$ cat config.mk
export PLATFORM = sky130hd
export DESIGN_NAME = bus_arbiter
export DESIGN_NICKNAME = d
export VERILOG_FILES = /design/src/design/bus_pkg.sv /design/src/design/bus_arbiter.sv
export SDC_FILE = /design/constraint.sdc
export NUM_CORES = 1
export LEC_CHECK = 0
export ABC_AREA = 1
export BUFFER_PORTS_ARGS = -buffer_cell sky130_fd_sc_hd__clkbuf_2
export CELL_PAD_IN_SITES_DETAIL_PLACEMENT = 1
export CELL_PAD_IN_SITES_GLOBAL_PLACEMENT = 1
export CORE_ASPECT_RATIO = 0.5
export CORE_MARGIN = 1
export CORE_UTILIZATION = 12
export CTS_CLUSTER_SIZE = 24
export DETAILED_ROUTE_END_ITERATION = 7
export GPL_TIMING_DRIVEN = 0
export PLACE_DENSITY_LB_ADDON = 0.1
export SETUP_SLACK_MARGIN = 0.4
export SLEW_MARGIN = 20
export SYNTH_ARGS = -nofsm -noshare
export SYNTH_HDL_FRONTEND = slang
export SYNTH_SLANG_ARGS = --single-unit
$ cat constraint.sdc
create_clock -name i_clk -period 1.4 [get_ports i_clk]
set_clock_uncertainty 0.1 [all_clocks]
set_input_delay 0.28 -clock i_clk [delete_from_list [all_inputs] [get_ports i_clk]]
set_output_delay 0.28 -clock i_clk [all_outputs]
set_load 0.05 [all_outputs]
$ cat src/design/bus_pkg.sv
`default_nettype none

package bus_pkg;

	// data and address share one width
	localparam int data_w = 32;
	localparam int lanes = data_w / 8;

	// transfer size codes
	localparam int size_w = 3;
	localparam logic [size_w-1:0] size_byte = 3'd0;
	localparam logic [size_w-1:0] size_half = 3'd1;
	localparam logic [size_w-1:0] size_word = 3'd2;

	// word memory, indexed by address bits 9:2
	localparam int mem_words = 256;
	localparam int mem_idx_w = $clog2(mem_words);

	// address map: bit 31 set selects the config block
	localparam int cfg_sel_bit = 31;
	localparam logic [cfg_sel_bit-1:0] cfg_prio_addr = 'h0;
	localparam logic [cfg_sel_bit-1:0] cfg_wait_addr = 'h4;

	// arbitration modes, code 3 falls back to port 2 first
	localparam int prio_w = 2;
	localparam logic [prio_w-1:0] prio_port2 = 2'd0;
	localparam logic [prio_w-1:0] prio_port1 = 2'd1;
	localparam logic [prio_w-1:0] prio_round_robin = 2'd2;

	// memory wait states
	localparam int wait_w = 3;
	localparam logic [wait_w-1:0] wait_reset = 3'd0;

endpackage

`default_nettype wire
$ cat src/design/bus_arbiter.sv
`timescale 1ns/1ps
`default_nettype none

module bus_arbiter (
	input  logic                              i_clk,
	input  logic                              i_rst,
	input  logic [bus_pkg::prio_w-1:0]        i_prio_mode,

	input  logic                              i_bus_en1,
	input  logic                              i_wr_rd1,
	input  logic [bus_pkg::data_w-1:0]        i_wr_data1,
	input  logic [bus_pkg::data_w-1:0]        i_addr1,
	input  logic [bus_pkg::size_w-1:0]        i_size1,
	output logic                              o_ack1,
	output logic [bus_pkg::data_w-1:0]        o_rd_data1,

	input  logic                              i_bus_en2,
	input  logic                              i_wr_rd2,
	input  logic [bus_pkg::data_w-1:0]        i_wr_data2,
	input  logic [bus_pkg::data_w-1:0]        i_addr2,
	input  logic [bus_pkg::size_w-1:0]        i_size2,
	output logic                              o_ack2,
	output logic [bus_pkg::data_w-1:0]        o_rd_data2,

	input  logic                              i_ack,
	input  logic [bus_pkg::data_w-1:0]        i_rd_data,
	output logic                              o_bus_en,
	output logic                              o_wr_rd,
	output logic [bus_pkg::data_w-1:0]        o_wr_data,
	output logic [bus_pkg::data_w-1:0]        o_addr,
	output logic [bus_pkg::size_w-1:0]        o_size
);

	typedef enum logic [1:0] {
		st_idle   = 2'b00,
		st_grant1 = 2'b01,
		st_grant2 = 2'b10
	} state_t;

	state_t state;
	state_t next_state;
	// set when port 2 held the last grant
	logic   last_was2;
	logic   pick2;

	// winner among pending requests, used only from idle
	always_comb begin
		pick2 = i_bus_en2;
		if (i_bus_en1 && i_bus_en2) begin
			case (i_prio_mode)
				bus_pkg::prio_port1:       pick2 = 1'b0;
				bus_pkg::prio_round_robin: pick2 = !last_was2;
				default:                   pick2 = 1'b1;
			endcase
		end
	end

	always_comb begin
		next_state = state;
		case (state)
			st_idle: begin
				if (i_bus_en1 || i_bus_en2) begin
					next_state = pick2 ? st_grant2 : st_grant1;
				end
			end
			st_grant1: begin
				if (!i_bus_en1 && !i_ack) begin
					next_state = st_idle;
				end
			end
			st_grant2: begin
				if (!i_bus_en2 && !i_ack) begin
					next_state = st_idle;
				end
			end
			default: next_state = st_idle;
		endcase
	end

	always_ff @(posedge i_clk) begin
		if (!i_rst) begin
			state     <= st_idle;
			last_was2 <= 1'b1;
		end else begin
			state <= next_state;
			if (state == st_idle && (i_bus_en1 || i_bus_en2)) begin
				last_was2 <= pick2;
			end
		end
	end

	// forward the granted master, everything else stays zero
	always_comb begin
		o_bus_en   = 1'b0;
		o_wr_rd    = 1'b0;
		o_wr_data  = '0;
		o_addr     = '0;
		o_size     = '0;
		o_ack1     = 1'b0;
		o_rd_data1 = '0;
		o_ack2     = 1'b0;
		o_rd_data2 = '0;
		if (state == st_grant1) begin
			o_bus_en   = i_bus_en1;
			o_wr_rd    = i_wr_rd1;
			o_wr_data  = i_wr_data1;
			o_addr     = i_addr1;
			o_size     = i_size1;
			o_ack1     = i_ack;
			o_rd_data1 = i_rd_data;
		end else if (state == st_grant2) begin
			o_bus_en   = i_bus_en2;
			o_wr_rd    = i_wr_rd2;
			o_wr_data  = i_wr_data2;
			o_addr     = i_addr2;
			o_size     = i_size2;
			o_ack2     = i_ack;
			o_rd_data2 = i_rd_data;
		end
	end

endmodule

`default_nettype wire

=== Word-level counts from Yosys, hierarchy flattened ===
Index checks and enable logic that the tools add are counted.

* Equal/unequal tests: 7
* Mux-type cells: 23
* Reduce and logical (&&, ||, !) cells: 11

{| class="wikitable"
|+ Operator list
! cell !! number
|-
| 32-bit 2-to-1 mux || 7
|-
| 1-bit 2-to-1 mux || 8
|-
| 2-bit 2-to-1 mux || 4
|-
| 3-bit 2-to-1 mux || 2
|-
| 2-bit case mux with 3 select lines || 1
|-
| 2-bit by 1-bit equality test with 1-bit output (second input constant) || 2
|-
| 2-bit equality test (second input constant) || 2
|-
| 1-bit logical AND || 4
|-
| 1-bit logical NOT || 4
|-
| 2-bit inequality test (second input constant) || 2
|-
| 3-bit AND reduction || 1
|-
| 2-bit logical NOT || 1
|-
| 2-bit by 1-bit inequality test with 1-bit output (second input constant) || 1
|-
| 1-bit case mux with 2 select lines || 1
|-
| 1-bit logical OR || 1
|}

* Input bits: 175
* Output and inout bits: 135
* Word-level logic and storage cells: 43
* Flip-flop bits (word level): 3

=== Depth between registers and ports, before layout ===
* Depth in word-level cells: 6
* Depth in mapped cells: 6
* Gate-level depth less buffers: 6

=== Worst setup path after synthesis ===
Ideal clock, no wire load.

* Path type: flip-flop to output port
* Start point: reg state[0]
* End point: out o_rd_data2[10] in the netlist's numbering
* Path buffers: 2
* Path slack: -434 ps
* Arrival time: 1,454 ps
* Cell stages (with the launch flop): 6
* Required time: 1,020 ps
* Cell sequence: dfxtp_1 > buf_4 > nor2_8 > inv_2 > buf_2 > nor2_1

* Word-level cells in the longest chain between the ends: 3
* Elaborated cells on any way between the ends: 4
* Those cells by class: 2 x eq/ne; 2 x mux

{| class="wikitable"
|+ Ends and longest elaborated chain
! item !! line !! text
|-
| start: declaration || bus_arbiter.sv:40 || <nowiki>state_t state;</nowiki>
|-
| start signal: assignment || bus_arbiter.sv:82 || <nowiki>state <= st_idle;</nowiki>
|-
| start signal: assignment || bus_arbiter.sv:85 || <nowiki>state <= next_state;</nowiki>
|-
| 2-bit equality test || bus_arbiter.sv:111 || <nowiki>end else if (state == st_grant2) begin</nowiki>
|-
| 32-bit 2-to-1 mux || bus_arbiter.sv:111 ||
|-
| 32-bit 2-to-1 mux (*) || bus_arbiter.sv:103 || <nowiki>if (state == st_grant1) begin</nowiki>
|-
| end: declaration || bus_arbiter.sv:23 || <nowiki>output logic [bus_pkg::data_w-1:0] o_rd_data2,</nowiki>
|}

Every way passes the cells marked *; elsewhere a longest branch is shown, timed or not.

=== Worst setup path in the final report ===
* Start point: reg state[1]
* End point: out o_wr_data[13] in the netlist's numbering

* Word-level cells in the longest chain between the ends: 3
* Elaborated cells on any way between the ends: 4
* Those cells by class: 2 x eq/ne; 2 x mux

{| class="wikitable"
|+ Ends and longest elaborated chain
! item !! line !! text
|-
| 2-bit equality test || bus_arbiter.sv:111 ||
|-
| 32-bit 2-to-1 mux || bus_arbiter.sv:111 ||
|-
| 32-bit 2-to-1 mux (*) || bus_arbiter.sv:103 ||
|-
| end: declaration || bus_arbiter.sv:29 || <nowiki>output logic [bus_pkg::data_w-1:0] o_wr_data,</nowiki>
|}

Marks and branches as above.

==> results.py <==
metrics = {
    "status": {
        "status": "finished with violations",
        "violations": "setup timing",
    },
    "synth": {
        "synth_top_area_share_pct": 34.9,
        "ys_types": 16,
        "synth_enable_flop_cells": 0,
        "synth_most_common_cell": "nand2_1",
        "ys_seq_area_share_pct": 3.83,
        "synthesis.area_um2": 1570,
        "postSynth.asyncResetShare_pct": 0,
        "synth-seq-cells": 3,
        "synthFlopType": "dfxtp_1",
        "yosysWarnings": 0,
        "synth_cells": 362,
        "synth_nets": 537,
        "syn_area_per_cell_um2": 4.33,
        "synth_top_cells_by_area": "nand2_1 35%, nand3_1 23%, nor2_1 17%",
        "yosysTopAreaCell": "nand2_1",
        "synthTopCellsByCount": "146 x nand2_1, 71 x nand3_1, 69 x nor2_1",
    },
    "setup_path": {
        "cpMostUsedCell": "clkbuf_16",
        "required_ns": 1.02,
        "critPathTopFamily": "buffers and inverters",
        "path_buf_inv": 4,
        "reg2reg_depth": 8,
        "start_kind": "flip-flop",
        "path_cells": "inv_8 > nor2_8 > buf_8 > clkbuf_16 > nand2_2 > nand2_4 > clkbuf_16",
        "crit_path_end_kind": "primary output",
        "r2r-end": "state[0]$_SDFFE_PN0P_",
        "r2r_start": "state[1]$_SDFFE_PN0P_",
        "r2r_slack_ns": 0.05,
        "cp.arrival_ns": 1.48,
        "crit_start": "state[1]$_SDFFE_PN0P_",
        "crit_path_max_fanout": 7,
        "cp_slowest_cell": "dfxtp_4",
        "max_stage_delay_ns": 0.37,
        "critPathKind": "reg -> out",
    },
    "min_path": {
        "hold_path_end": "last_was2$_SDFFE_PN1P_",
        "hp-class": "in -> reg",
        "min-delay-start": "i_rst",
        "holdPathStages": 2,
    },
    "grt": {
        "antenna_found_initial": 0,
        "overflow": 0,
        "grt_pass1_wl_um": 18900,
        "grt_max_degree": 11,
        "grt_pass1_vias": 3814,
        "track_usage_pct": 17.1,
    },
    "final_layout": {
        "drive_gt1_share_pct": 79.0,
        "multi_input_area_um2": 2450,
        "antenna_cells": 0,
        "final_cells": 861,
        "nFillCells": 1507,
        "final_cell_area_um2": 6340,
        "syn_to_final_growth_pct": 304,
        "final_nets": 867,
        "seqCellArea_um2": 65.1,
    },
    "pwr": {
        "pwr-share-clk_pct": 8.2,
        "power_density_nw_per_um2": 920,
        "p_sw_w": 0.00323,
        "sequentialPowerShare_pct": 2.0,
        "p_leak_nw": 3.16,
        "peakVddDrop_uv": 397,
        "p_int_w": 0.00260,
        "combPwrFrac_pct": 89.9,
        "switching_share_pct": 55.4,
    },
    "clock_network": {
        "cts_buffer_depth": 2,
        "cts_root_buf": "clkbuf_16",
        "clk_pin_slew_ns": 0.03,
        "htreeDepth": 1,
        "clock_latency_ns": 0.23,
        "numCtsBuffers": 3,
        "hold_buffers": 0,
        "cts_sinks": 3,
        "tritoncts": "done",
    },
    "place": {
        "post_dp_cell_area_um2": 4510,
        "post-place-cells": 841,
        "gp_congestion": 0.700,
        "portBuffers": 309,
        "dp_hpwl_um": 9270,
    },
    "routing": {
        "drcViolationCount": 0,
        "vias": 3578,
        "vias_per_cell": 4.16,
        "drt_iter0_drc": 55,
        "firstDrtPassIters": 4,
        "post_drt_wl_per_cell_um": 14.5,
        "ant_nets": 0,
        "drt_wl_total_um": 12500,
    },
    "floorplan": {
        "pin_count": 310,
        "dieArea_um2": 13600,
        "core_area_um2": 12700,
        "rows": 29,
        "start_util_pct": 12.4,
        "die_h_um": 82.9,
        "die_width_um": 164,
    },
    "sta": {
        "fmax_mhz": 537,
        "period_share_pct": 133,
        "setup_viol": 135,
        "hold_viol": 0,
        "period_minus_slack_ns": 1.86,
        "fin_ws_ns": -0.461,
        "rsz0062_at_grt": "yes",
        "slew_headroom_pct": 83.2,
        "tightest_slew_ns": 0.252,
        "drv_slew": 0,
        "timing.hold.ws_ns": 0.148,
    },
    "job": {
        "drv_cap": 0,
    },
}
## flip-flops by register name, indices dropped and copies added, names as in the netlist
register / flops
last_was2: 1
state: 2
## layer usage
layer  routed length (um)  track usage [%]
met1                 4310             17.1
met2                 7230             36.3
met3                  797             2.35
met4                  165             3.96
met5                    0                0
## power groups by stage
stage	sequential (W)	clock, W	combinational [W]
after floorplan	0.000109	0	0.00309
after global placement	0.000111	0	0.00393
after detailed placement	0.000111	0	0.00396
after CTS	0.000113	0.000485	0.00495
after global routing	0.000117	0.000480	0.00548
final	0.000115	0.000476	0.00525
## what timing repair did
item                                   CTS  global route
resized for setup                      283           120
gates cloned                             3             5
pin swaps                                4             4
endpoints found under the hold margin    0             0
buffers inserted                         6             2
setup endpoints to repair              138           138
## layout make-up
type | instances | area share [%]
clock buffers | 4 | 1.24
repair buffers | 325 | 47.8
inverters | 38 | 2.56
multi-input cells | 293 | 38.6
flip-flops and latches | 3 | 1.03
plain buffers | 28 | 5.41
well taps | 170 | 3.35
## cells by family after synthesis
family,Yosys count,share of synthesized area [%]
and+or+nand+nor,287,75.4
buffers and inverters,66,18.5
AOI/OAI and AO/OA,6,2.31
DFF,3,3.83
## cells in the final DEF (no fill, tap or decap), types with 28 or more instances in the layout
cell       count
buf_4         28
buf_8         54
clkbuf_16     37
clkbuf_2     179
clkbuf_4      37
inv_1         36
nand2_1       41
nand2_2       31
nand2_4       72
nand3_1       61
nor2_4        66
## stage by stage
stage               utilization [%]  setup slack, ns  setup TNS [ns]  total power, W
detailed placement             35.5           -0.450          -40.79         0.00407
floorplan                         -          -0.0663           -4.44         0.00319
global placement               35.5           -0.449          -40.62         0.00404
finish                         49.9           -0.461          -52.58         0.00584
CTS                            47.0           -0.486          -58.37         0.00555
global route                   49.9           -0.513          -60.02         0.00608
## worst max path at each step
stage,endpoint,slack (ns),depth (start not counted)
2_1_floorplan,o_rd_data2[10],-0.07,5
3_3_place_gp,o_wr_data[9],-0.45,5
3_5_place_dp,o_addr[12],-0.45,5
4_1_cts,o_rd_data2[20],-0.49,7
5_1_grt,o_wr_data[13],-0.51,7
6_report,o_wr_data[13],-0.46,7
Note: power is estimated with default switching activity, not from simulation.
