--- src/design/bus_pkg.sv ---
`default_nettype none

package bus_pkg;

	// data and address share one width
	localparam int data_w = 32;
	localparam int lanes = data_w / 8;

	// transfer size codes
	localparam int size_w = 3;
	localparam logic [size_w-1:0] size_byte = 3'd0;
	localparam logic [size_w-1:0] size_half = 3'd1;
	localparam logic [size_w-1:0] size_word = 3'd2;

	// word memory, indexed by address bits 9:2
	localparam int mem_words = 256;
	localparam int mem_idx_w = $clog2(mem_words);

	// address map: bit 31 set selects the config block
	localparam int cfg_sel_bit = 31;
	localparam logic [cfg_sel_bit-1:0] cfg_prio_addr = 'h0;
	localparam logic [cfg_sel_bit-1:0] cfg_wait_addr = 'h4;

	// arbitration modes, code 3 falls back to port 2 first
	localparam int prio_w = 2;
	localparam logic [prio_w-1:0] prio_port2 = 2'd0;
	localparam logic [prio_w-1:0] prio_port1 = 2'd1;
	localparam logic [prio_w-1:0] prio_round_robin = 2'd2;

	// memory wait states
	localparam int wait_w = 3;
	localparam logic [wait_w-1:0] wait_reset = 3'd0;

endpackage

`default_nettype wire
--- src/design/bus_config_regs.sv ---
`timescale 1ns/1ps
`default_nettype none

module bus_config_regs (
	input  logic                       i_clk,
	input  logic                       i_rst,
	input  logic                       i_bus_en,
	input  logic                       i_wr_rd,
	input  logic [bus_pkg::data_w-1:0] i_wr_data,
	input  logic [bus_pkg::data_w-1:0] i_addr,
	output logic                       o_ack,
	output logic [bus_pkg::data_w-1:0] o_rd_data,
	output logic [bus_pkg::prio_w-1:0] o_prio_mode,
	output logic [bus_pkg::wait_w-1:0] o_wait_cycles
);

	logic [bus_pkg::cfg_sel_bit-1:0] offset;
	logic                            access;
	logic                            hit_prio;
	logic                            hit_wait;

	assign offset   = i_addr[bus_pkg::cfg_sel_bit-1:0];
	assign access   = i_bus_en && !o_ack;
	assign hit_prio = (offset == bus_pkg::cfg_prio_addr);
	assign hit_wait = (offset == bus_pkg::cfg_wait_addr);

	// ack one cycle after enable, dropped once enable is gone
	always_ff @(posedge i_clk) begin
		if (!i_rst) begin
			o_ack         <= 1'b0;
			o_prio_mode   <= bus_pkg::prio_port2;
			o_wait_cycles <= bus_pkg::wait_reset;
		end else if (access) begin
			o_ack <= 1'b1;
			if (i_wr_rd && hit_prio) begin
				o_prio_mode <= i_wr_data[bus_pkg::prio_w-1:0];
			end
			if (i_wr_rd && hit_wait) begin
				o_wait_cycles <= i_wr_data[bus_pkg::wait_w-1:0];
			end
		end else if (!i_bus_en) begin
			o_ack <= 1'b0;
		end
	end

	// read path, unmapped offsets return zero
	always_ff @(posedge i_clk) begin
		if (access && !i_wr_rd) begin
			if (hit_prio) begin
				o_rd_data <= {{(bus_pkg::data_w-bus_pkg::prio_w){1'b0}}, o_prio_mode};
			end else if (hit_wait) begin
				o_rd_data <= {{(bus_pkg::data_w-bus_pkg::wait_w){1'b0}}, o_wait_cycles};
			end else begin
				o_rd_data <= '0;
			end
		end
	end

endmodule

`default_nettype wire

--- config.mk ---
export PLATFORM = sky130hd
export DESIGN_NAME = bus_config_regs
export DESIGN_NICKNAME = d
export VERILOG_FILES = /design/src/design/bus_pkg.sv /design/src/design/bus_config_regs.sv
export SDC_FILE = /design/constraint.sdc
export NUM_CORES = 1
export LEC_CHECK = 0
export BUFFER_PORTS_ARGS = -buffer_cell sky130_fd_sc_hd__buf_2
export CORE_MARGIN = 5
export CORE_UTILIZATION = 25
export DETAILED_ROUTE_END_ITERATION = 8
export PLACE_DENSITY = 0.72
export SYNTH_ARGS = -nofsm -noshare
export SYNTH_HDL_FRONTEND = slang
export SYNTH_SLANG_ARGS = --single-unit
--- constraint.sdc ---
create_clock -name i_clk -period 4.1 [get_ports i_clk]
set_clock_uncertainty 0.05 [all_clocks]
set_input_delay 0.615 -clock i_clk [delete_from_list [all_inputs] [get_ports i_clk]]
set_output_delay 0.615 -clock i_clk [all_outputs]
set_load 0.005 [all_outputs]
# Word-level counts from Yosys, hierarchy flattened
# Cells that the tools add are included.
dict set report op_classes {
  n_eq_ne 2
  bitwise_logic 1
  n_reduce_logical 10
  mux 4
}
# cell count
set ops {}
lappend ops {{31-bit by 3-bit equality test with 1-bit output, second input constant} 1}
lappend ops {{31-bit zero test} 1}
lappend ops {{1-bit logical AND} 4}
lappend ops {{2-bit two-way mux} 2}
lappend ops {{2-bit AND reduction} 2}
lappend ops {{1-bit zero test} 2}
lappend ops {{1-bit two-way mux} 2}
lappend ops {{2-bit by 1-bit != test with 1-bit output, second input constant} 1}
lappend ops {{2-bit OR reduction} 1}
lappend ops {{1-bit NOT} 1}
dict set report totals {
  inputBits 68
  register_bits 38
}

# Longest topological paths before layout
# Gate-level depths: netlist (run 1).
dict set report logic_depth {
  ltp_word 3
  mapped_depth 4
  depth_no_buf 4
}

# Worst setup path after synthesis (run 1)
# No wires, ideal clock.
dict set report synth_timing {
  path_type {input -> register}
  from {in i_addr[1] in the netlist's numbering}
  to {reg o_prio_mode[0] in the netlist's numbering}
  setup_time_ns 0.072
  arrival_time_ns 1.660
  path_buffers 0
  required_ns 3.978
  path_stages 4
  path_slack_ns 2.318
  path_cell_list {nor4_1 -> nand4_1 -> nor4_2 -> mux2i_1}
}
dict set report synth_via {
  elab_chain_cells 3
}
# element line
set synth_rtl {}
lappend synth_rtl {{start: declaration} bus_config_regs.sv:10} ;# input logic [bus_pkg::data_w-1:0] i_addr,
lappend synth_rtl {{31-bit zero test} bus_config_regs.sv:24} ;# assign hit_prio = (offset == bus_pkg::cfg_prio_addr);
lappend synth_rtl {{1-bit logical AND} bus_config_regs.sv:35} ;# if (i_wr_rd && hit_prio) begin
lappend synth_rtl {{2-bit AND reduction (no source line)} --}
lappend synth_rtl {{end signal: assignment} bus_config_regs.sv:31} ;# o_prio_mode <= bus_pkg::prio_port2;
lappend synth_rtl {{end signal: assignment} bus_config_regs.sv:36} ;# o_prio_mode <= i_wr_data[bus_pkg::prio_w-1:0];
lappend synth_rtl {{end: declaration} bus_config_regs.sv:13} ;# output logic [bus_pkg::prio_w-1:0] o_prio_mode,
# No other way between the ends.
# A chain may end at the register's enable or synchronous reset.

# Final worst setup path (run 1)
dict set report layout_timing {
  from {in i_addr[13] in the netlist's numbering}
  to {reg o_prio_mode[0] in the netlist's numbering}
}
# Same word-level chain as after synthesis.

==> results of run 1 <==
-- synth_stat cells, drive strengths merged --
cell type and number:
nand2 9, nor4 9, or2 1, nand3b 1, mux2i 7, dfxtp 6, nor3b 1, edfxtp 3
clkbuf 1, nand4 2, conb 1, inv 1, buf 29, nor2 4, and2 1
-- layout by cell type, fill, tap and decap left out --
cell type and instances:
buf_2 46, conb_1 29, nand2_1 9, mux2i_1 7, nor4_1 6, dfxtp_1 6
nor2_1 4, clkbuf_4 3, edfxtp_1 3, nor4_2 2, nand4_1 2, or2_2 1
nor3b_1 1, inv_1 1, nand3b_1 1, nor4_4 1, and2_1 1, clkbuf_1 1
-- power groups by stage --
stage	combinational [mW]	sequential, mW	clock (mW)
after floorplan	0.0321	0.0953	0
after global placement	0.0317	0.0951	0
after detailed placement	0.0319	0.0951	0
after CTS	0.0321	0.0932	0.0712
after global routing	0.0370	0.0932	0.0773
final	0.0324	0.0932	0.0672
-- worst min-delay path, delay by kind of cell, from the launching register on --
| kind | cells | cell delay (ns) |
|---|---|---|
| mux | 1 | 0.05 |
| flops | 1 | 0.32 |
| simple gates | 1 | 0.06 |
-- cell type report --
cell class / instances / area share, %
clock buffers: 4 / 3.05
flip-flops and latches: 9 / 24.4
multi-input cells: 64 / 40.8
inverters: 1 / 0.436
repair buffers: 46 / 26.7
well taps: 31 / 4.51
-- kinds of logic (layout without fill, tap and decap cells) --
kind of cell / count (synthesis) / count (layout) / synth area share, %
other: 1 / 29 / 0.550
muxes: 7 / 7 / 10.3
DFF: 9 / 9 / 30.8
buffers and inverters: 31 / 51 / 33.0
and+or+nand+nor: 28 / 28 / 25.3
-- routing by layer --
layer  vias up  GRT usage (%)  part of all wire (%)
li1        296              -                     -
met1       251           8.66                    38
met2        35           11.4                    49
met3         2           4.14                    12
met4         0           3.25                   1.1
met5         -              0                     0
-- registers in the layout (all words and copies together) (netlist names) --
register	cells
o_prio_mode	2
o_rd_data	3
o_ack	1
o_wait_cycles	3
-- stage by stage --
step	std cells	hold slack, ns
after CTS	155	0.428
final	155	0.421
after global placement	151	0.414
after global routing	155	0.452
after floorplan	104	0.413
after detailed placement	151	0.417
-- worst paths after layout --
kind,startpoint,endpoint,slack (ns),cells past startpoint
max,i_addr[13],o_prio_mode[0],2.31,5
min,o_wait_cycles[2],o_wait_cycles[2],0.42,2
max reg2reg,o_ack,o_prio_mode[0],2.90,3
min reg2reg,o_wait_cycles[2],o_wait_cycles[2],0.42,2
==> impl_results.md, run 1 <==
- Yosys top cell area share: 31.9%
- Synth Instances: 76
- Hold_buf cts: 0
- Setup bufs post-CTS: 0
- Peak supply drop: 0.150 mV
- Clock root buffer: clkbuf_4
- Largest cells by area after synthesis: buf_4, dfxtp_1, edfxtp_1, mux2i_1, nor4_1
- Endpoint class of the critical path: register
- Design area: 861 um^2
- Post-CTS Resized: 0
- Core box area: 2690 um^2
- Area growth, synth to finish: 26.2%
- TritonCTS Buffers: 3
- Hpwl dp: 1420 um
- Largest net degree at the start of global routing: 10
- GRT Total Usage: 7.54%
- # port buffers: 46
- CP max stage cell: nor4_2
- Vias/cell: 3.77
- WP buf/inv: 1
- Clk sinks: 9
- Status: finished clean
- Req. time, crit path: 4.24 ns
- First-pass GRT wire length: 2420 um
- Drt first-iter violations: 4
- Clk pwr share: 34.8%
- GP Congestion: 0.776
- Sequential-to-total area share from yosys stat: 30.8%
- Multi-input gate area: 352 um^2
- Count of final hold-check violations: 0
- Fmax: 0.558 GHz
- Synthesized flop and latch total: 9
- CTS clk-pin slew, worst paths: 0.06 ns
- Crit path time final: 1.79 ns
- Fin nets: 193
- Setup WS post-layout: 2.31 ns
- Max FO, Critical Path: 3
- Reg power frac: 48.3%
- Fillers: 306
- GR Overflow Total: 0
- IO Pins: 106
- Initial antenna violation count: 0
- Vias: 584
- Int Pwr: 0.146 mW
- Post-layout util: 32.0%
- Power per cell area: 224 nW/um^2
- Worst hold-check path type: register to register
- Syn avg cell area: 8.97 um^2
- Buffer depth of the longest clock path: 2
- Vias in the first global route: 553
- Row cnt: 19
- RSZ-0062 raised after global routing: no
- Clk Latency, worst-skew pair: 0.26 ns
- Share of cells above drive strength 1: 42.7%
- Mapped Area: 682 um^2
- Vertical die dimension: 62.2 um
- Final setup fails: 0
- Post-DP Area: 835 um^2
- Cell taking the most area after synthesis: buf_4
- Pre-CTS WS: 2.00 ns
- Switching pwr: 0.0470 mW
- Crit path cell chain: buf_2 -> nor4_1 -> nand4_1 -> nor4_2 -> mux2i_1
- Setup TNS: 0 ns
- Sequential Area: 210 um^2
- Max-cap viol count: 0
- Kind of critical path: input pin to register
- Fin. max-slew vios: 0
- Die area: 3870 um^2
- Htree depth: 1
- Post-Route WL: 1550 um
- Synth cell types: 17
- Pwr Total: 0.193 mW
- Slowest stage delay, CP: 0.45 ns
- Drt wl/cell: 9.97 um
- CP top delay family: simple AND/OR/NAND/NOR gates
- Die width: 62.2 um
- First drt pass iteration count: 4
- CTS tree: yes
- Lkg Pwr: 0.439 nW
- Sw Ratio: 24.4%
- Combinational Power Share: 16.8%
- Arr. time, crit path: 1.93 ns
- DRT antenna net count: 0
- Total number of yosys warnings: 0
- Final Cycle Share: 43.7%
- Antenna cells: 0
- Starting Density: 25.4%
- DRC: 0
- Worst setup SP type: input pin
(Power assumes the default switching activity.)
==> run 2, diff against run 1 <==
- clock period: 4.1 -> 1.7 ns (I/O delays scaled with it)
==> run 2 against run 1 <==
Net effect: flip-flop and latch count unchanged; clock power increased by 140%; sequential power increased by 140%; utilization increased by 0.28 points; register-to-register slack got worse by 2.4 ns; critical path depth unchanged; global-route usage decreased by 0.12 points; first-iteration DRC count increased by 25%; critical path type unchanged; critical endpoint is now o_wait_cycles[1].
==> impl_results.md, run 2 (same netlist as run 1, synthesis figures left out) <==
- Status: finished clean
- Area growth, synth to finish: 27.3%
- Fin nets: 194 (+0.52%)
- Clock root buffer: clkbuf_4
- Design area: 868 um^2 (+0.87%)
- CTS tree: yes
- Hold_buf cts: 0 (unchanged)
- Vias: 581 (-0.51%)
- Met2 WL: 772 um (+2.4%)
- Post-Route WL: 1550 um (+0.45%)
- Hpwl dp: 1410 um (-0.33%)
- Clk Latency, worst-skew pair: 0.26 ns (about the same)
- Crit path time final: 1.42 ns
- Starting Density: 25.4% (unchanged)
- Initial antenna violation count: 0 (unchanged)
- DRC: 0 (unchanged)
- Htree depth: 1 (unchanged)
- GRT Total Usage: 7.42% (-0.12 points)
- Die area: 3870 um^2 (unchanged)
- Top Layer Used: met3
- Fillers: 295 (-3.6%)
- Max FO, Critical Path: 3 (unchanged)
- Most common cell after layout, fill and taps aside: buf_2
- Post-DP Area: 842 um^2 (+0.90%)
- TritonCTS Buffers: 3 (unchanged)
- Vias in the first global route: 551 (-0.36%)
- Fin. max-slew vios: 0 (unchanged)
- Worst setup SP type: input pin
- Largest net degree at the start of global routing: 10 (unchanged)
- Largest regs: o_rd_data x3, o_wait_cycles x3, o_prio_mode x2
- # port buffers: 46 (unchanged)
- RSZ-0062 raised after global routing: no
- Req. time, crit path: 1.84 ns (-2.40 ns)
- First drt pass iteration count: 4 (unchanged)
- Met3 Wirelength: 210 um (+11%)
- Endpoint class of the critical path: register
- Setup TNS: 0 ns (unchanged)
- Most frequent cells in the layout: buf_2, conb_1, nand2_1, mux2i_1
- Final Cycle Share: 83.4%
- CP top delay family: simple AND/OR/NAND/NOR gates
- RR Startpoint: o_ack
- Buffer depth of the longest clock path: 2 (unchanged)
- First-pass GRT wire length: 2390 um (-1.4%)
- HP Start: i_bus_en
- Drt wl/cell: 9.95 um (-0.19%)
- Vias/cell: 3.72 (-1.2%)
- GP Congestion: 0.773 (-0.40%)
- Crit path cell chain: buf_2 -> nor4_1 -> nand4_1 -> nor4_4 -> mux2i_1
- Peak supply drop: 0.418 mV (+180%)
- Setup bufs post-CTS: 0 (unchanged)
- Antenna cells: 0 (unchanged)
- Share of cells above drive strength 1: 43.2% (+0.46 points)
- Pwr Total: 0.465 mW (+140%)
- DRT antenna net count: 0 (unchanged)
- Kind of critical path: input pin to register
- Final setup fails: 0 (unchanged)
- IO Pins: 106 (unchanged)
- Lkg Pwr: 0.444 nW (+1.2%)
- Clk sinks: 9 (unchanged)
- Drt first-iter violations: 5 (+1)
- Post-Route M1 WL: 568 um (-2.6%)
- Core box area: 2690 um^2 (unchanged)
- Worst hold-check path type: input pin to register
- Slowest stage delay, CP: 0.43 ns (-0.02 ns)
- CTS clk-pin slew, worst paths: 0.06 ns (about the same)
- Post-CTS Resized: 0 (unchanged)
- Row cnt: 19 (unchanged)
- Vertical die dimension: 62.2 um (unchanged)
- Count of final hold-check violations: 0 (unchanged)
- Fmax: 0.705 GHz
- Die width: 62.2 um (unchanged)
- WP buf/inv: 1 (unchanged)
- Max-cap viol count: 0 (unchanged)
- Arr. time, crit path: 1.56 ns (-0.37 ns)
- Post-layout util: 32.3% (+0.28 points)
- CP max stage cell: nor4_4
- Power per cell area: 535 nW/um^2 (+140%)
- GR Overflow Total: 0 (unchanged)
- Critical Path Start: i_addr[17]
run 2: cell count changes in the layout (fill, tap and decap cells not counted), sizes merged:
| cell | previous run | this run |
|---|---|---|
| buf | 46 | 47 |
run 2: final timing paths:
path                      endpoint  slack [ns]  depth (start not counted)
setup / recovery  o_wait_cycles[1]        0.28                          5
hold / removal               o_ack        0.18                          2
setup reg to reg  o_wait_cycles[1]        0.52                          3
hold reg to reg   o_wait_cycles[2]        0.42                          2
run 2: layer usage:
layer | global-route usage (%) | vias up
met1 | 8.53 | 246
met3 | 5.23 | 0
li1 | - | 299
met5 | 0 | -
met4 | 1.63 | 0
met2 | 11.1 | 36
run 2: report_power, final:
group | internal, mW | total [mW] | switching (mW) | leakage (nW)
sequential | 0.224 | 0.225 | 0.000865 | 0.0809
combinational | 0.0375 | 0.0786 | 0.0411 | 0.348
clock | 0.0902 | 0.162 | 0.0713 | 0.0150
run 2: layout make-up:
class / count / area, um^2 / area share [%]
Clock buffer: 4 / 26.3 / 3.03
Inverter: 1 / 3.75 / 0.432
Multi-Input combinational cell: 64 / 352 / 40.5
Sequential cell: 9 / 210 / 24.2
Tap cell: 31 / 38.8 / 4.47
Timing Repair Buffer: 47 / 238 / 27.4
run 2: stage by stage:
step | worst slack [ns] | cells | hold WS (ns)
floorplan | 0.278 | 104 | 0.327
global placement | -0.0141 | 152 | 0.415
detailed placement | -0.00988 | 152 | 0.417
CTS | 0.263 | 156 | 0.171
global route | 0.158 | 156 | 0.175
finish | 0.282 | 156 | 0.176
