===== src/design/bus_pkg.sv =====
`default_nettype none

package bus_pkg;

	// data and address share one width
	localparam int data_w = 32;
	localparam int lanes = data_w / 8;

	// transfer size codes
	localparam int size_w = 3;
	localparam logic [size_w-1:0] size_byte = 3'd0;
	localparam logic [size_w-1:0] size_half = 3'd1;
	localparam logic [size_w-1:0] size_word = 3'd2;

	// word memory, indexed by address bits 9:2
	localparam int mem_words = 256;
	localparam int mem_idx_w = $clog2(mem_words);

	// address map: bit 31 set selects the config block
	localparam int cfg_sel_bit = 31;
	localparam logic [cfg_sel_bit-1:0] cfg_prio_addr = 'h0;
	localparam logic [cfg_sel_bit-1:0] cfg_wait_addr = 'h4;

	// arbitration modes, code 3 falls back to port 2 first
	localparam int prio_w = 2;
	localparam logic [prio_w-1:0] prio_port2 = 2'd0;
	localparam logic [prio_w-1:0] prio_port1 = 2'd1;
	localparam logic [prio_w-1:0] prio_round_robin = 2'd2;

	// memory wait states
	localparam int wait_w = 3;
	localparam logic [wait_w-1:0] wait_reset = 3'd0;

endpackage

`default_nettype wire

===== src/design/bus_decoder.sv =====
`timescale 1ns/1ps
`default_nettype none

module bus_decoder (
	input  logic                       i_bus_en,
	input  logic [bus_pkg::data_w-1:0] i_addr,
	input  logic                       i_mem_ack,
	input  logic [bus_pkg::data_w-1:0] i_mem_rd_data,
	input  logic                       i_cfg_ack,
	input  logic [bus_pkg::data_w-1:0] i_cfg_rd_data,
	output logic                       o_mem_en,
	output logic                       o_cfg_en,
	output logic                       o_ack,
	output logic [bus_pkg::data_w-1:0] o_rd_data
);

	logic cfg_sel;

	assign cfg_sel = i_addr[bus_pkg::cfg_sel_bit];

	// only the addressed slave sees enable
	assign o_mem_en = i_bus_en && !cfg_sel;
	assign o_cfg_en = i_bus_en && cfg_sel;

	always_comb begin
		if (cfg_sel) begin
			o_ack     = i_cfg_ack;
			o_rd_data = i_cfg_rd_data;
		end else begin
			o_ack     = i_mem_ack;
			o_rd_data = i_mem_rd_data;
		end
	end

endmodule

`default_nettype wire


===== config.mk =====
export PLATFORM = sky130hd
export DESIGN_NAME = bus_decoder
export DESIGN_NICKNAME = d
export VERILOG_FILES = /design/src/design/bus_pkg.sv /design/src/design/bus_decoder.sv
export SDC_FILE = /design/constraint.sdc
export NUM_CORES = 1
export LEC_CHECK = 0
export BUFFER_PORTS_ARGS = -buffer_cell sky130_fd_sc_hd__buf_4
export CAP_MARGIN = 0
export CORE_MARGIN = 8
export CORE_UTILIZATION = 23
export DETAILED_ROUTE_END_ITERATION = 16
export PLACE_DENSITY = 0.83
export REMOVE_ABC_BUFFERS = 1
export SYNTH_ARGS = -nofsm -noshare
export SYNTH_HDL_FRONTEND = slang
export SYNTH_SLANG_ARGS = --single-unit

===== constraint.sdc =====
create_clock -name vclk -period 1
set_input_delay 0.1 -clock vclk [all_inputs]
set_output_delay 0.1 -clock vclk [all_outputs]
set_load 0.1 [all_outputs]

# [Word level (Yosys, flattened, before mapping)]
# Index checks and enable logic that the tools add are counted.
[classes] add_sub_neg=0 mul=0 div=0 order_cmp=0 eq_ne=0 shifts=0 mux=2 n_bitwise=0 reduce_logical=3
[ops] operator="2-to-1 mux 32 bit" count=1
[ops] operator="logical AND 1 bit" count=2
[ops] operator="zero test 1 bit" count=1
[ops] operator="2-to-1 mux 1 bit" count=1
[word_totals] register_bits=0 latchBits=0 mem_bits_rw=0 mem_bits_ro=0 inputBits=99 out_inout_bits=35 elab_cells=5 n_memories=0

# [Logic depth before layout (Yosys ltp)]
# Gate-level depths: netlist of run 1.
[logic_depth] ltp_word=2 mapped_depth=3 depth_no_buf=1

# [Worst setup path after synthesis of run 1]
# No wires, ideal clock.
[synth_timing] kind="input -> output" start="in i_addr[31] in the netlist's numbering" end="out o_mem_en" arrival_ps=1715 required_time_ps=900 path_slack_ps=-815 stages=3 path_buffers=2 cell_sequence="buf_6 -> buf_8 -> nor2b_1"
[synth_between] elab_chain_cells=2
[synth_lines] item="from (decl)" line_no="bus_decoder.sv:6" rtl="input logic [bus_pkg::data_w-1:0] i_addr,"
[synth_lines] item="zero test 1 bit" line_no="bus_decoder.sv:22" rtl="assign o_mem_en = i_bus_en && !cfg_sel;"
[synth_lines] item="logical AND 1 bit" line_no="bus_decoder.sv:22"
[synth_lines] item="to (decl)" line_no="bus_decoder.sv:11" rtl="output logic o_mem_en,"
# Every way passes these cells.

# [Worst setup path in the final report of run 1]
[layout_timing] start="in i_addr[31] in the netlist's numbering" end="out o_rd_data[1] in the netlist's numbering"
[layout_between] elab_chain_cells=1
[layout_lines] item="2-to-1 mux 32 bit" line_no="bus_decoder.sv:26" rtl="if (cfg_sel) begin"
[layout_lines] item="to (decl)" line_no="bus_decoder.sv:14" rtl="output logic [bus_pkg::data_w-1:0] o_rd_data"
# Every way passes these cells.

==> results of run 1 <==
final cells by class:
type	instances	area, um^2
Multi-Input combinational cell	35	489.2
Tap cell	30	37.54
Timing Repair Buffer	106	974.7
Fill cell	185	885.9
repair_timing:
action                     4_1_cts  5_1_grt
setup buffers                    0        0
setup endpoints to repair       33       21
gates cloned                     0        1
resized for setup               36        0
worst paths after layout:
path              start            end  slack [ps]
max          i_addr[31]   o_rd_data[1]           3
min   i_cfg_rd_data[25]  o_rd_data[25]         590
worst max-delay path, delay by kind of cell:
kind / cells / cell delay (ps)
buf+inv: 3 / 450
mux: 1 / 350
through the flow:
stage	utilization, %	instance area, um^2	setup WS [ps]	std cells
CTS	61.84	1476	-3.357	170
floorplan	-	489.2	-535.3	35
detailed placement	56.13	1340	-76.80	170
global route	62.89	1501	-21.39	171
finish	62.89	1501	3.424	171
global placement	56.13	1340	-55.01	170
logic make-up (layout without fill, tap and decap cells):
family	count (synthesis)	in the layout	share of synthesized area (%)
buffers and inverters	4	106	11.94
multiplexers	33	33	85.81
AND/OR/NAND/NOR	2	2	2.254
power by group:
| group | internal [uW] | total, uW | switching [uW] | leakage (uW) |
|---|---|---|---|---|
| combinational | 549 | 1530 | 976 | 0.000827 |
| sequential | 0 | 0 | 0 | 0 |
| clock | 0 | 0 | 0 | 0 |
| total | 549 | 1530 | 976 | 0.000827 |
cells in the mapped netlist (all sizes together):
master  count  area share, %
and2        1            1.1
nor2b       1            1.1
buf         4             12
mux2       33             86
metal layers:
| metal | up-vias | routed length, um | global-route usage, % |
|---|---|---|---|
| met1 | 307 | 880 | 9.421 |
| li1 | 350 | - | - |
| met5 | - | 0 | 0 |
| met2 | 49 | 1535 | 22.24 |
| met3 | 0 | 329 | 3.741 |
| met4 | 0 | 0 | 0 |
==> out/results.ini, run 1 <==
[timing]
fmaxAchievable_ghz=1.003
worst_pin_slew_ps=279.9
fin_crit_ps=996.6
final_max_slew_viol_count=0
rsz0062_at_grt=true
final_hold_viol_count=0
fin_crit_sh_pct=99.66
hold_ws_ps=588.3
fin_setup_tns_ps=0
slew_headroom_pct=81.49
setup_viol=0

[route]
vias=706
drtIter0Drc=9
antenna_left=0
wire_per_inst_um=16.05
drtPass1Iterations=4
routed_wl_um=2745
avgViaCountPerCell=4.129
drc=0

[logic_synthesis]
ys_types=7
syn_inst=39
yosysSeqAreaShare_pct=0
netlist_area_um2=555.5
avgSynthCellArea_um2=14.24
yosysWarnings=0

[final_layout]
layout_common_cells=buf_4 (69), buf_6 (33), mux2_4 (28)
final_common_cell=buf_4
area_delta_synth_final_pct=170.3
seq_cells=0
nets=242
n_clock_buffer=0
final-seq-area_um2=0
n_antenna_cell=0
drive_above_1_share_pct=98.58

[worst_hold_path]
hold_path_class=in -> out
min_path_cells=3

[grt]
grt_usage_pct=10.39
grt_pass1_vias=729
grt_max_degree=22
antenna_found_initial=0
overflow=0
grt_pass1_wl_um=3601

[floorplanning]
fp.coreArea_mm2=0.002387
start_util_pct=23.27
ioPinCount=134
rows=18
die-area_mm2=0.004244
die_y_um=65.15
die_w_um=65.15

[power_and_ir_drop]
leakage_uw=0.0008267
finalPower_uw=1525
pwr_density_cell_mw_per_mm2=1016
max-vdd-ir-drop_mv=0.7404

[worst_setup_path]
path_class=in -> out
cp_max_fo=14
crit_required_ps=900
cp_data_arrival_time_ps=900
timing.critical_path.mode_cell=buf_6
cp-end-kind=output pin
crit_slowest_cell=mux2_2
slowest_delay_ps=350
critPathLaunchType=primary input
cp_cell_sequence=buf_6 > buf_12 > mux2_2 > buf_6

[cts]
hold_buffers=0

[placement]
port-buffer-count=103
gp_congestion=0.7913

[status]
outcome=finished clean

[flow_run]
cap_violations=0

Power figures use the tool's default switching activity.
==> run 2: changes to the inputs <==
- PLACE_DENSITY: 0.83 -> 0.92
- clock period: 1 -> 1.05 ns (I/O delays scaled with it)
==> run 2 against run 1 <==
Against the previous run:
- utilization increased by 2.4 points
- combinational power is essentially flat
- final cell count is 0.58% higher
- first-iteration DRC count rose to 2.6 times the previous value
- final area increased by 3.8%
- critical path depth unchanged
- via count rose by 6.7%
- sequential share of layout area unchanged
- flip-flop and latch count stayed put
- global-route usage up 3.5 points
- die area unchanged
- non-clock buffer count grew 1
==> out/results.ini, run 2 (synthesis results as in run 1) <==
[status]
outcome=finished clean

[timing]
slew_headroom_pct=81.06  ; -0.43 points
setup_viol=0  ; unchanged
worst_pin_slew_ps=286.4  ; +6.496 ps
fmaxAchievable_ghz=0.9763
fin_crit_sh_pct=97.55
fin_setup_tns_ps=0  ; unchanged
final_max_slew_viol_count=0  ; unchanged
fin_crit_ps=1024
final_hold_viol_count=0  ; unchanged
rsz0062_at_grt=false

[route]
avgViaCountPerCell=4.378  ; +6.0%
antenna_left=0  ; unchanged
wire_per_inst_um=19.17  ; +19%
routed_wl_um=3298  ; +20%
drc=0  ; unchanged
drtIter0Drc=23  ; +14
vias=753  ; +6.7%
drtPass1Iterations=4  ; unchanged

[power_and_ir_drop]
p_int_uw=552.7  ; +0.68%
leakage_uw=0.0008507  ; +2.9%
switching_share_pct=63.22  ; -0.79 points
comb_power_share_pct=100.0  ; about the same
p_switching_uw=950.1  ; -2.7%
pwr-share-clk_pct=0  ; unchanged
pwr_density_cell_mw_per_mm2=963.9  ; -5.1%
sequentialPowerShare_pct=0  ; unchanged
max-vdd-ir-drop_mv=0.6435  ; -13%

[flow_run]
cap_violations=0  ; unchanged

[final_layout]
n_clock_buffer=0  ; unchanged
area_delta_synth_final_pct=180.6
n_antenna_cell=0  ; unchanged
seq_cells=0  ; unchanged
instances_no_fill=172  ; +0.58%
finish.instance_area_mm2=0.001559  ; +3.8%
nets=243  ; +0.41%
final_common_cell=buf_4
utilization_pct=65.30  ; +2.4 points
final-seq-area_um2=0  ; unchanged
num-fill-cells=189  ; +2.2%
layout_common_cells=buf_4 (72), mux2_4 (28), buf_6 (19)
multi_input_area_um2=489.2  ; unchanged
drive_above_1_share_pct=98.59  ; about the same

[worst_setup_path]
crit_path_end=o_rd_data[29]
critPathLaunchType=primary input
crit_required_ps=940  ; +40 ps
cp_max_fo=6  ; -8
cp-end-kind=output pin
cp_data_arrival_time_ps=920  ; +20 ps
path_class=in -> out
startpoint=i_addr[31]

[grt]
antenna_found_initial=0  ; unchanged
grt_usage_pct=13.92  ; +3.5 points
grt_pass1_vias=874  ; +20%
grt_max_degree=13  ; -41%
grt_pass1_wl_um=4719  ; +31%
overflow=0  ; unchanged

[floorplanning]
start_util_pct=23.27  ; unchanged
ioPinCount=134  ; unchanged
rows=18  ; unchanged
die-area_mm2=0.004244  ; unchanged
die_y_um=65.15  ; unchanged
die_w_um=65.15  ; unchanged
fp.coreArea_mm2=0.002387  ; unchanged

[cts]
postCtsSetupRepairBufs=0  ; unchanged
hold_buffers=0  ; unchanged

[placement]
gp_congestion=0.7421  ; -6.2%
place_area_mm2=0.001340  ; unchanged
dp_cells=170  ; unchanged
port-buffer-count=103  ; unchanged

[worst_hold_path]
hold_path_class=in -> out
hold_start=i_cfg_rd_data[26]

==> run 2: cell types whose count changed in the layout (fill, tap and decap cells not counted) <==
| cell | change |
|---|---|
| buf_8 | +11 |
| buf_4 | +3 |
| buf_6 | -14 |
| buf_16 | +1 |
==> run 2: critical path, cell delays in order <==
cell       delay (ps)
buf_6             130
clkbuf_16         160
mux2_2            340
buf_6             190
==> run 2: area by class of cell <==
type	count	area share [%]
Timing Repair Buffer	107	66.21
Multi-Input combinational cell	35	31.38
Tap cell	30	2.408
==> run 2: repair_timing <==
item,4_1_cts,5_1_grt
endpoints found under the setup margin,23,18
pin swaps,0,0
gates resized for setup,42,3
gates cloned,1,1
==> run 2: worst min path at each step <==
stage                          to  slack, ps  cells after the start
floorplan           o_rd_data[10]        530                      1
global placement         o_mem_en        670                      3
detailed placement       o_mem_en        670                      3
CTS                 o_rd_data[26]        610                      3
global route        o_rd_data[24]        620                      3
finish              o_rd_data[26]        610                      3
==> run 2: metrics by stage <==
step,worst slack (ps),hold WS (ps),total power (uW)
6_report,25.71,611.5,1503
5_1_grt,13.30,618.0,1541
4_1_cts,0.07494,612.8,1486
3_5_place_dp,-52.91,669.5,1363
3_3_place_gp,-40.32,674.5,1349
2_1_floorplan,-495.3,529.7,955.7
==> run 2: routing by layer <==
metal | part of all wire, % | wire length [um] | up-vias | track usage (%)
met3 | 9.7 | 321 | 4 | 3.571
li1 | - | - | 352 | -
met1 | 31 | 1018 | 347 | 12.86
met2 | 58 | 1921 | 50 | 29.69
met4 | 1.2 | 38 | 0 | 1.907
met5 | 0 | 0 | - | 0
==> run 2: power groups by stage <==
stage | logic, uW | clock network [uW] | registers, uW
after floorplan | 956 | 0 | 0
after global placement | 1350 | 0 | 0
after detailed placement | 1360 | 0 | 0
after CTS | 1490 | 0 | 0
after global routing | 1540 | 0 | 0
final | 1500 | 0 | 0
==> run 3: changes to the inputs <==
- CELL_PAD_IN_SITES_DETAIL_PLACEMENT: unset -> 0
- CELL_PAD_IN_SITES_GLOBAL_PLACEMENT: unset -> 2
- CORE_UTILIZATION: 23 -> 10
- PLACE_DENSITY: 0.92 -> 0.95
==> run 3 against run 2 <==
Against the previous run:
- utilization is 36 points lower
- via count decreased by 0.66%
- critical endpoint is now o_rd_data[1]
- first-iteration DRC count fell by 100%
- wire length decreased by 15%
- sequential share of layout area did not move
- flip-flop and latch count stayed put
- non-clock buffer count grew 4
- final cell count up 27%
- global-route usage fell by 8.2 points
- largest power group unchanged
- setup slack better by 19 ps
- largest cell class unchanged
==> out/results.ini, run 3 (synthesis results as in run 1) <==
[placement]
place_area_mm2=0.001423  ; +6.2%
port-buffer-count=103  ; unchanged
gp_congestion=0.6503  ; -12%
post-dp-hpwl_um=2403

[floorplanning]
die-area_mm2=0.008197  ; +93%
fp.coreArea_mm2=0.005439  ; +130%
rows=27  ; +9
die_y_um=90.54  ; +39%
start_util_pct=10.21  ; -13 points
ioPinCount=134  ; unchanged
die_w_um=90.54  ; +39%

[route]
vias=748  ; -0.66%
routed_wl_um=2793  ; -15%
drc=0  ; unchanged
wire_per_inst_um=12.81  ; -33%
avgViaCountPerCell=3.431  ; -22%
antenna_left=0  ; unchanged
drtIter0Drc=0  ; -100%
drtPass1Iterations=1  ; -3

[power_and_ir_drop]
leakage_uw=0.0008551  ; +0.52%
max-vdd-ir-drop_mv=0.2959  ; -54%
pwr_density_cell_mw_per_mm2=915.7  ; -5.0%
finalPower_uw=1465  ; -2.5%

[grt]
overflow=0  ; unchanged
grt_usage_pct=5.678  ; -8.2 points
grt_max_degree=13  ; unchanged
antenna_found_initial=0  ; unchanged
grt_pass1_wl_um=3988  ; -15%
grt_pass1_vias=824  ; -5.7%

[cts]
postCtsSetupRepairBufs=0  ; unchanged
hold_buffers=0  ; unchanged

[timing]
fin_crit_sh_pct=95.74  ; -1.8 points
rsz0062_at_grt=false
fin_crit_ps=1005  ; -19.00 ps
final_hold_viol_count=0  ; unchanged
fmaxAchievable_ghz=0.9947  ; +1.9%
hold_ws_ps=627.7  ; +16.27 ps
final_max_slew_viol_count=0  ; unchanged
worst_pin_slew_ps=282.2  ; -4.195 ps
slew_headroom_pct=81.34  ; +0.28 points
setup_viol=0  ; unchanged

[final_layout]
nets=247  ; +1.6%
drive_above_1_share_pct=98.63  ; about the same
final_common_cell=buf_4
n_antenna_cell=0  ; unchanged
num-fill-cells=556  ; +190%
layout_common_cells=buf_4 (75), buf_6 (30), mux2_4 (28)
n_clock_buffer=0  ; unchanged
seq_cells=0  ; unchanged
finish.instance_area_mm2=0.001600  ; +2.6%
area_delta_synth_final_pct=188.1
utilization_pct=29.42  ; -36 points
final-seq-area_um2=0  ; unchanged

[worst_setup_path]
cp_max_fo=8  ; +2
crit_required_ps=940  ; about the same
path_class=in -> out
critPathLaunchType=primary input
cp_data_arrival_time_ps=900  ; -20 ps
cp-end-kind=output pin
startpoint=i_addr[31]

[worst_hold_path]
hold_path_class=in -> out
hold_start=i_mem_rd_data[1]

[status]
outcome=finished clean

[flow_run]
cap_violations=0  ; unchanged

==> run 3: cell types whose count changed in the layout (fill, tap and decap cells not counted) <==
| cell | change |
|---|---|
| buf_8 | -9 |
| buf_4 | +3 |
| clkbuf_16 | +1 |
| buf_16 | -1 |
| buf_12 | -1 |
| buf_6 | +11 |
==> run 3: path summary, 6_finish.rpt <==
path  cells after the start            to
min                       3  o_rd_data[1]
max                       4  o_rd_data[1]
==> run 3: through the flow <==
stage	setup WS, ps	cells	TNS [ps]
after CTS	-16.12	216	-30.63
after detailed placement	-49.52	216	-618.7
after global placement	-45.58	216	-558.5
after floorplan	-495.3	35	-495.3
after global routing	18.93	218	0
final	44.71	218	0
==> run 3: timing repair <==
| item | in CTS | in global routing |
|---|---|---|
| pin swaps | 0 | 0 |
| endpoints found under the setup margin | 29 | 17 |
| gates cloned | 0 | 2 |
| gates resized for setup | 29 | 5 |
==> run 3: cell type report <==
class                           count  area, um^2  area share, %
Multi-Input combinational cell     35       489.2          30.57
Tap cell                           72       90.09          5.629
Timing Repair Buffer              111        1021          63.80
==> run 3: layer usage <==
| metal | track usage (%) | wire length [um] | part of all wire (%) |
|---|---|---|---|
| met1 | 5.742 | 934 | 33 |
| met2 | 10.29 | 1460 | 52 |
| met3 | 3.408 | 399 | 14 |
| met4 | 0 | 0 | 0 |
| met5 | 0 | 0 | 0 |
==> run 3: power breakdown <==
group | internal (uW) | leakage [uW] | switching, uW
registers | 0 | 0 | 0
logic | 534 | 0.000855 | 931
clock network | 0 | 0 | 0
total | 534 | 0.000855 | 931
==> run 3: worst max-delay path: stages <==
cell and delay (ps):
buf_8 130, buf_4 140, mux2_2 340, buf_8 180
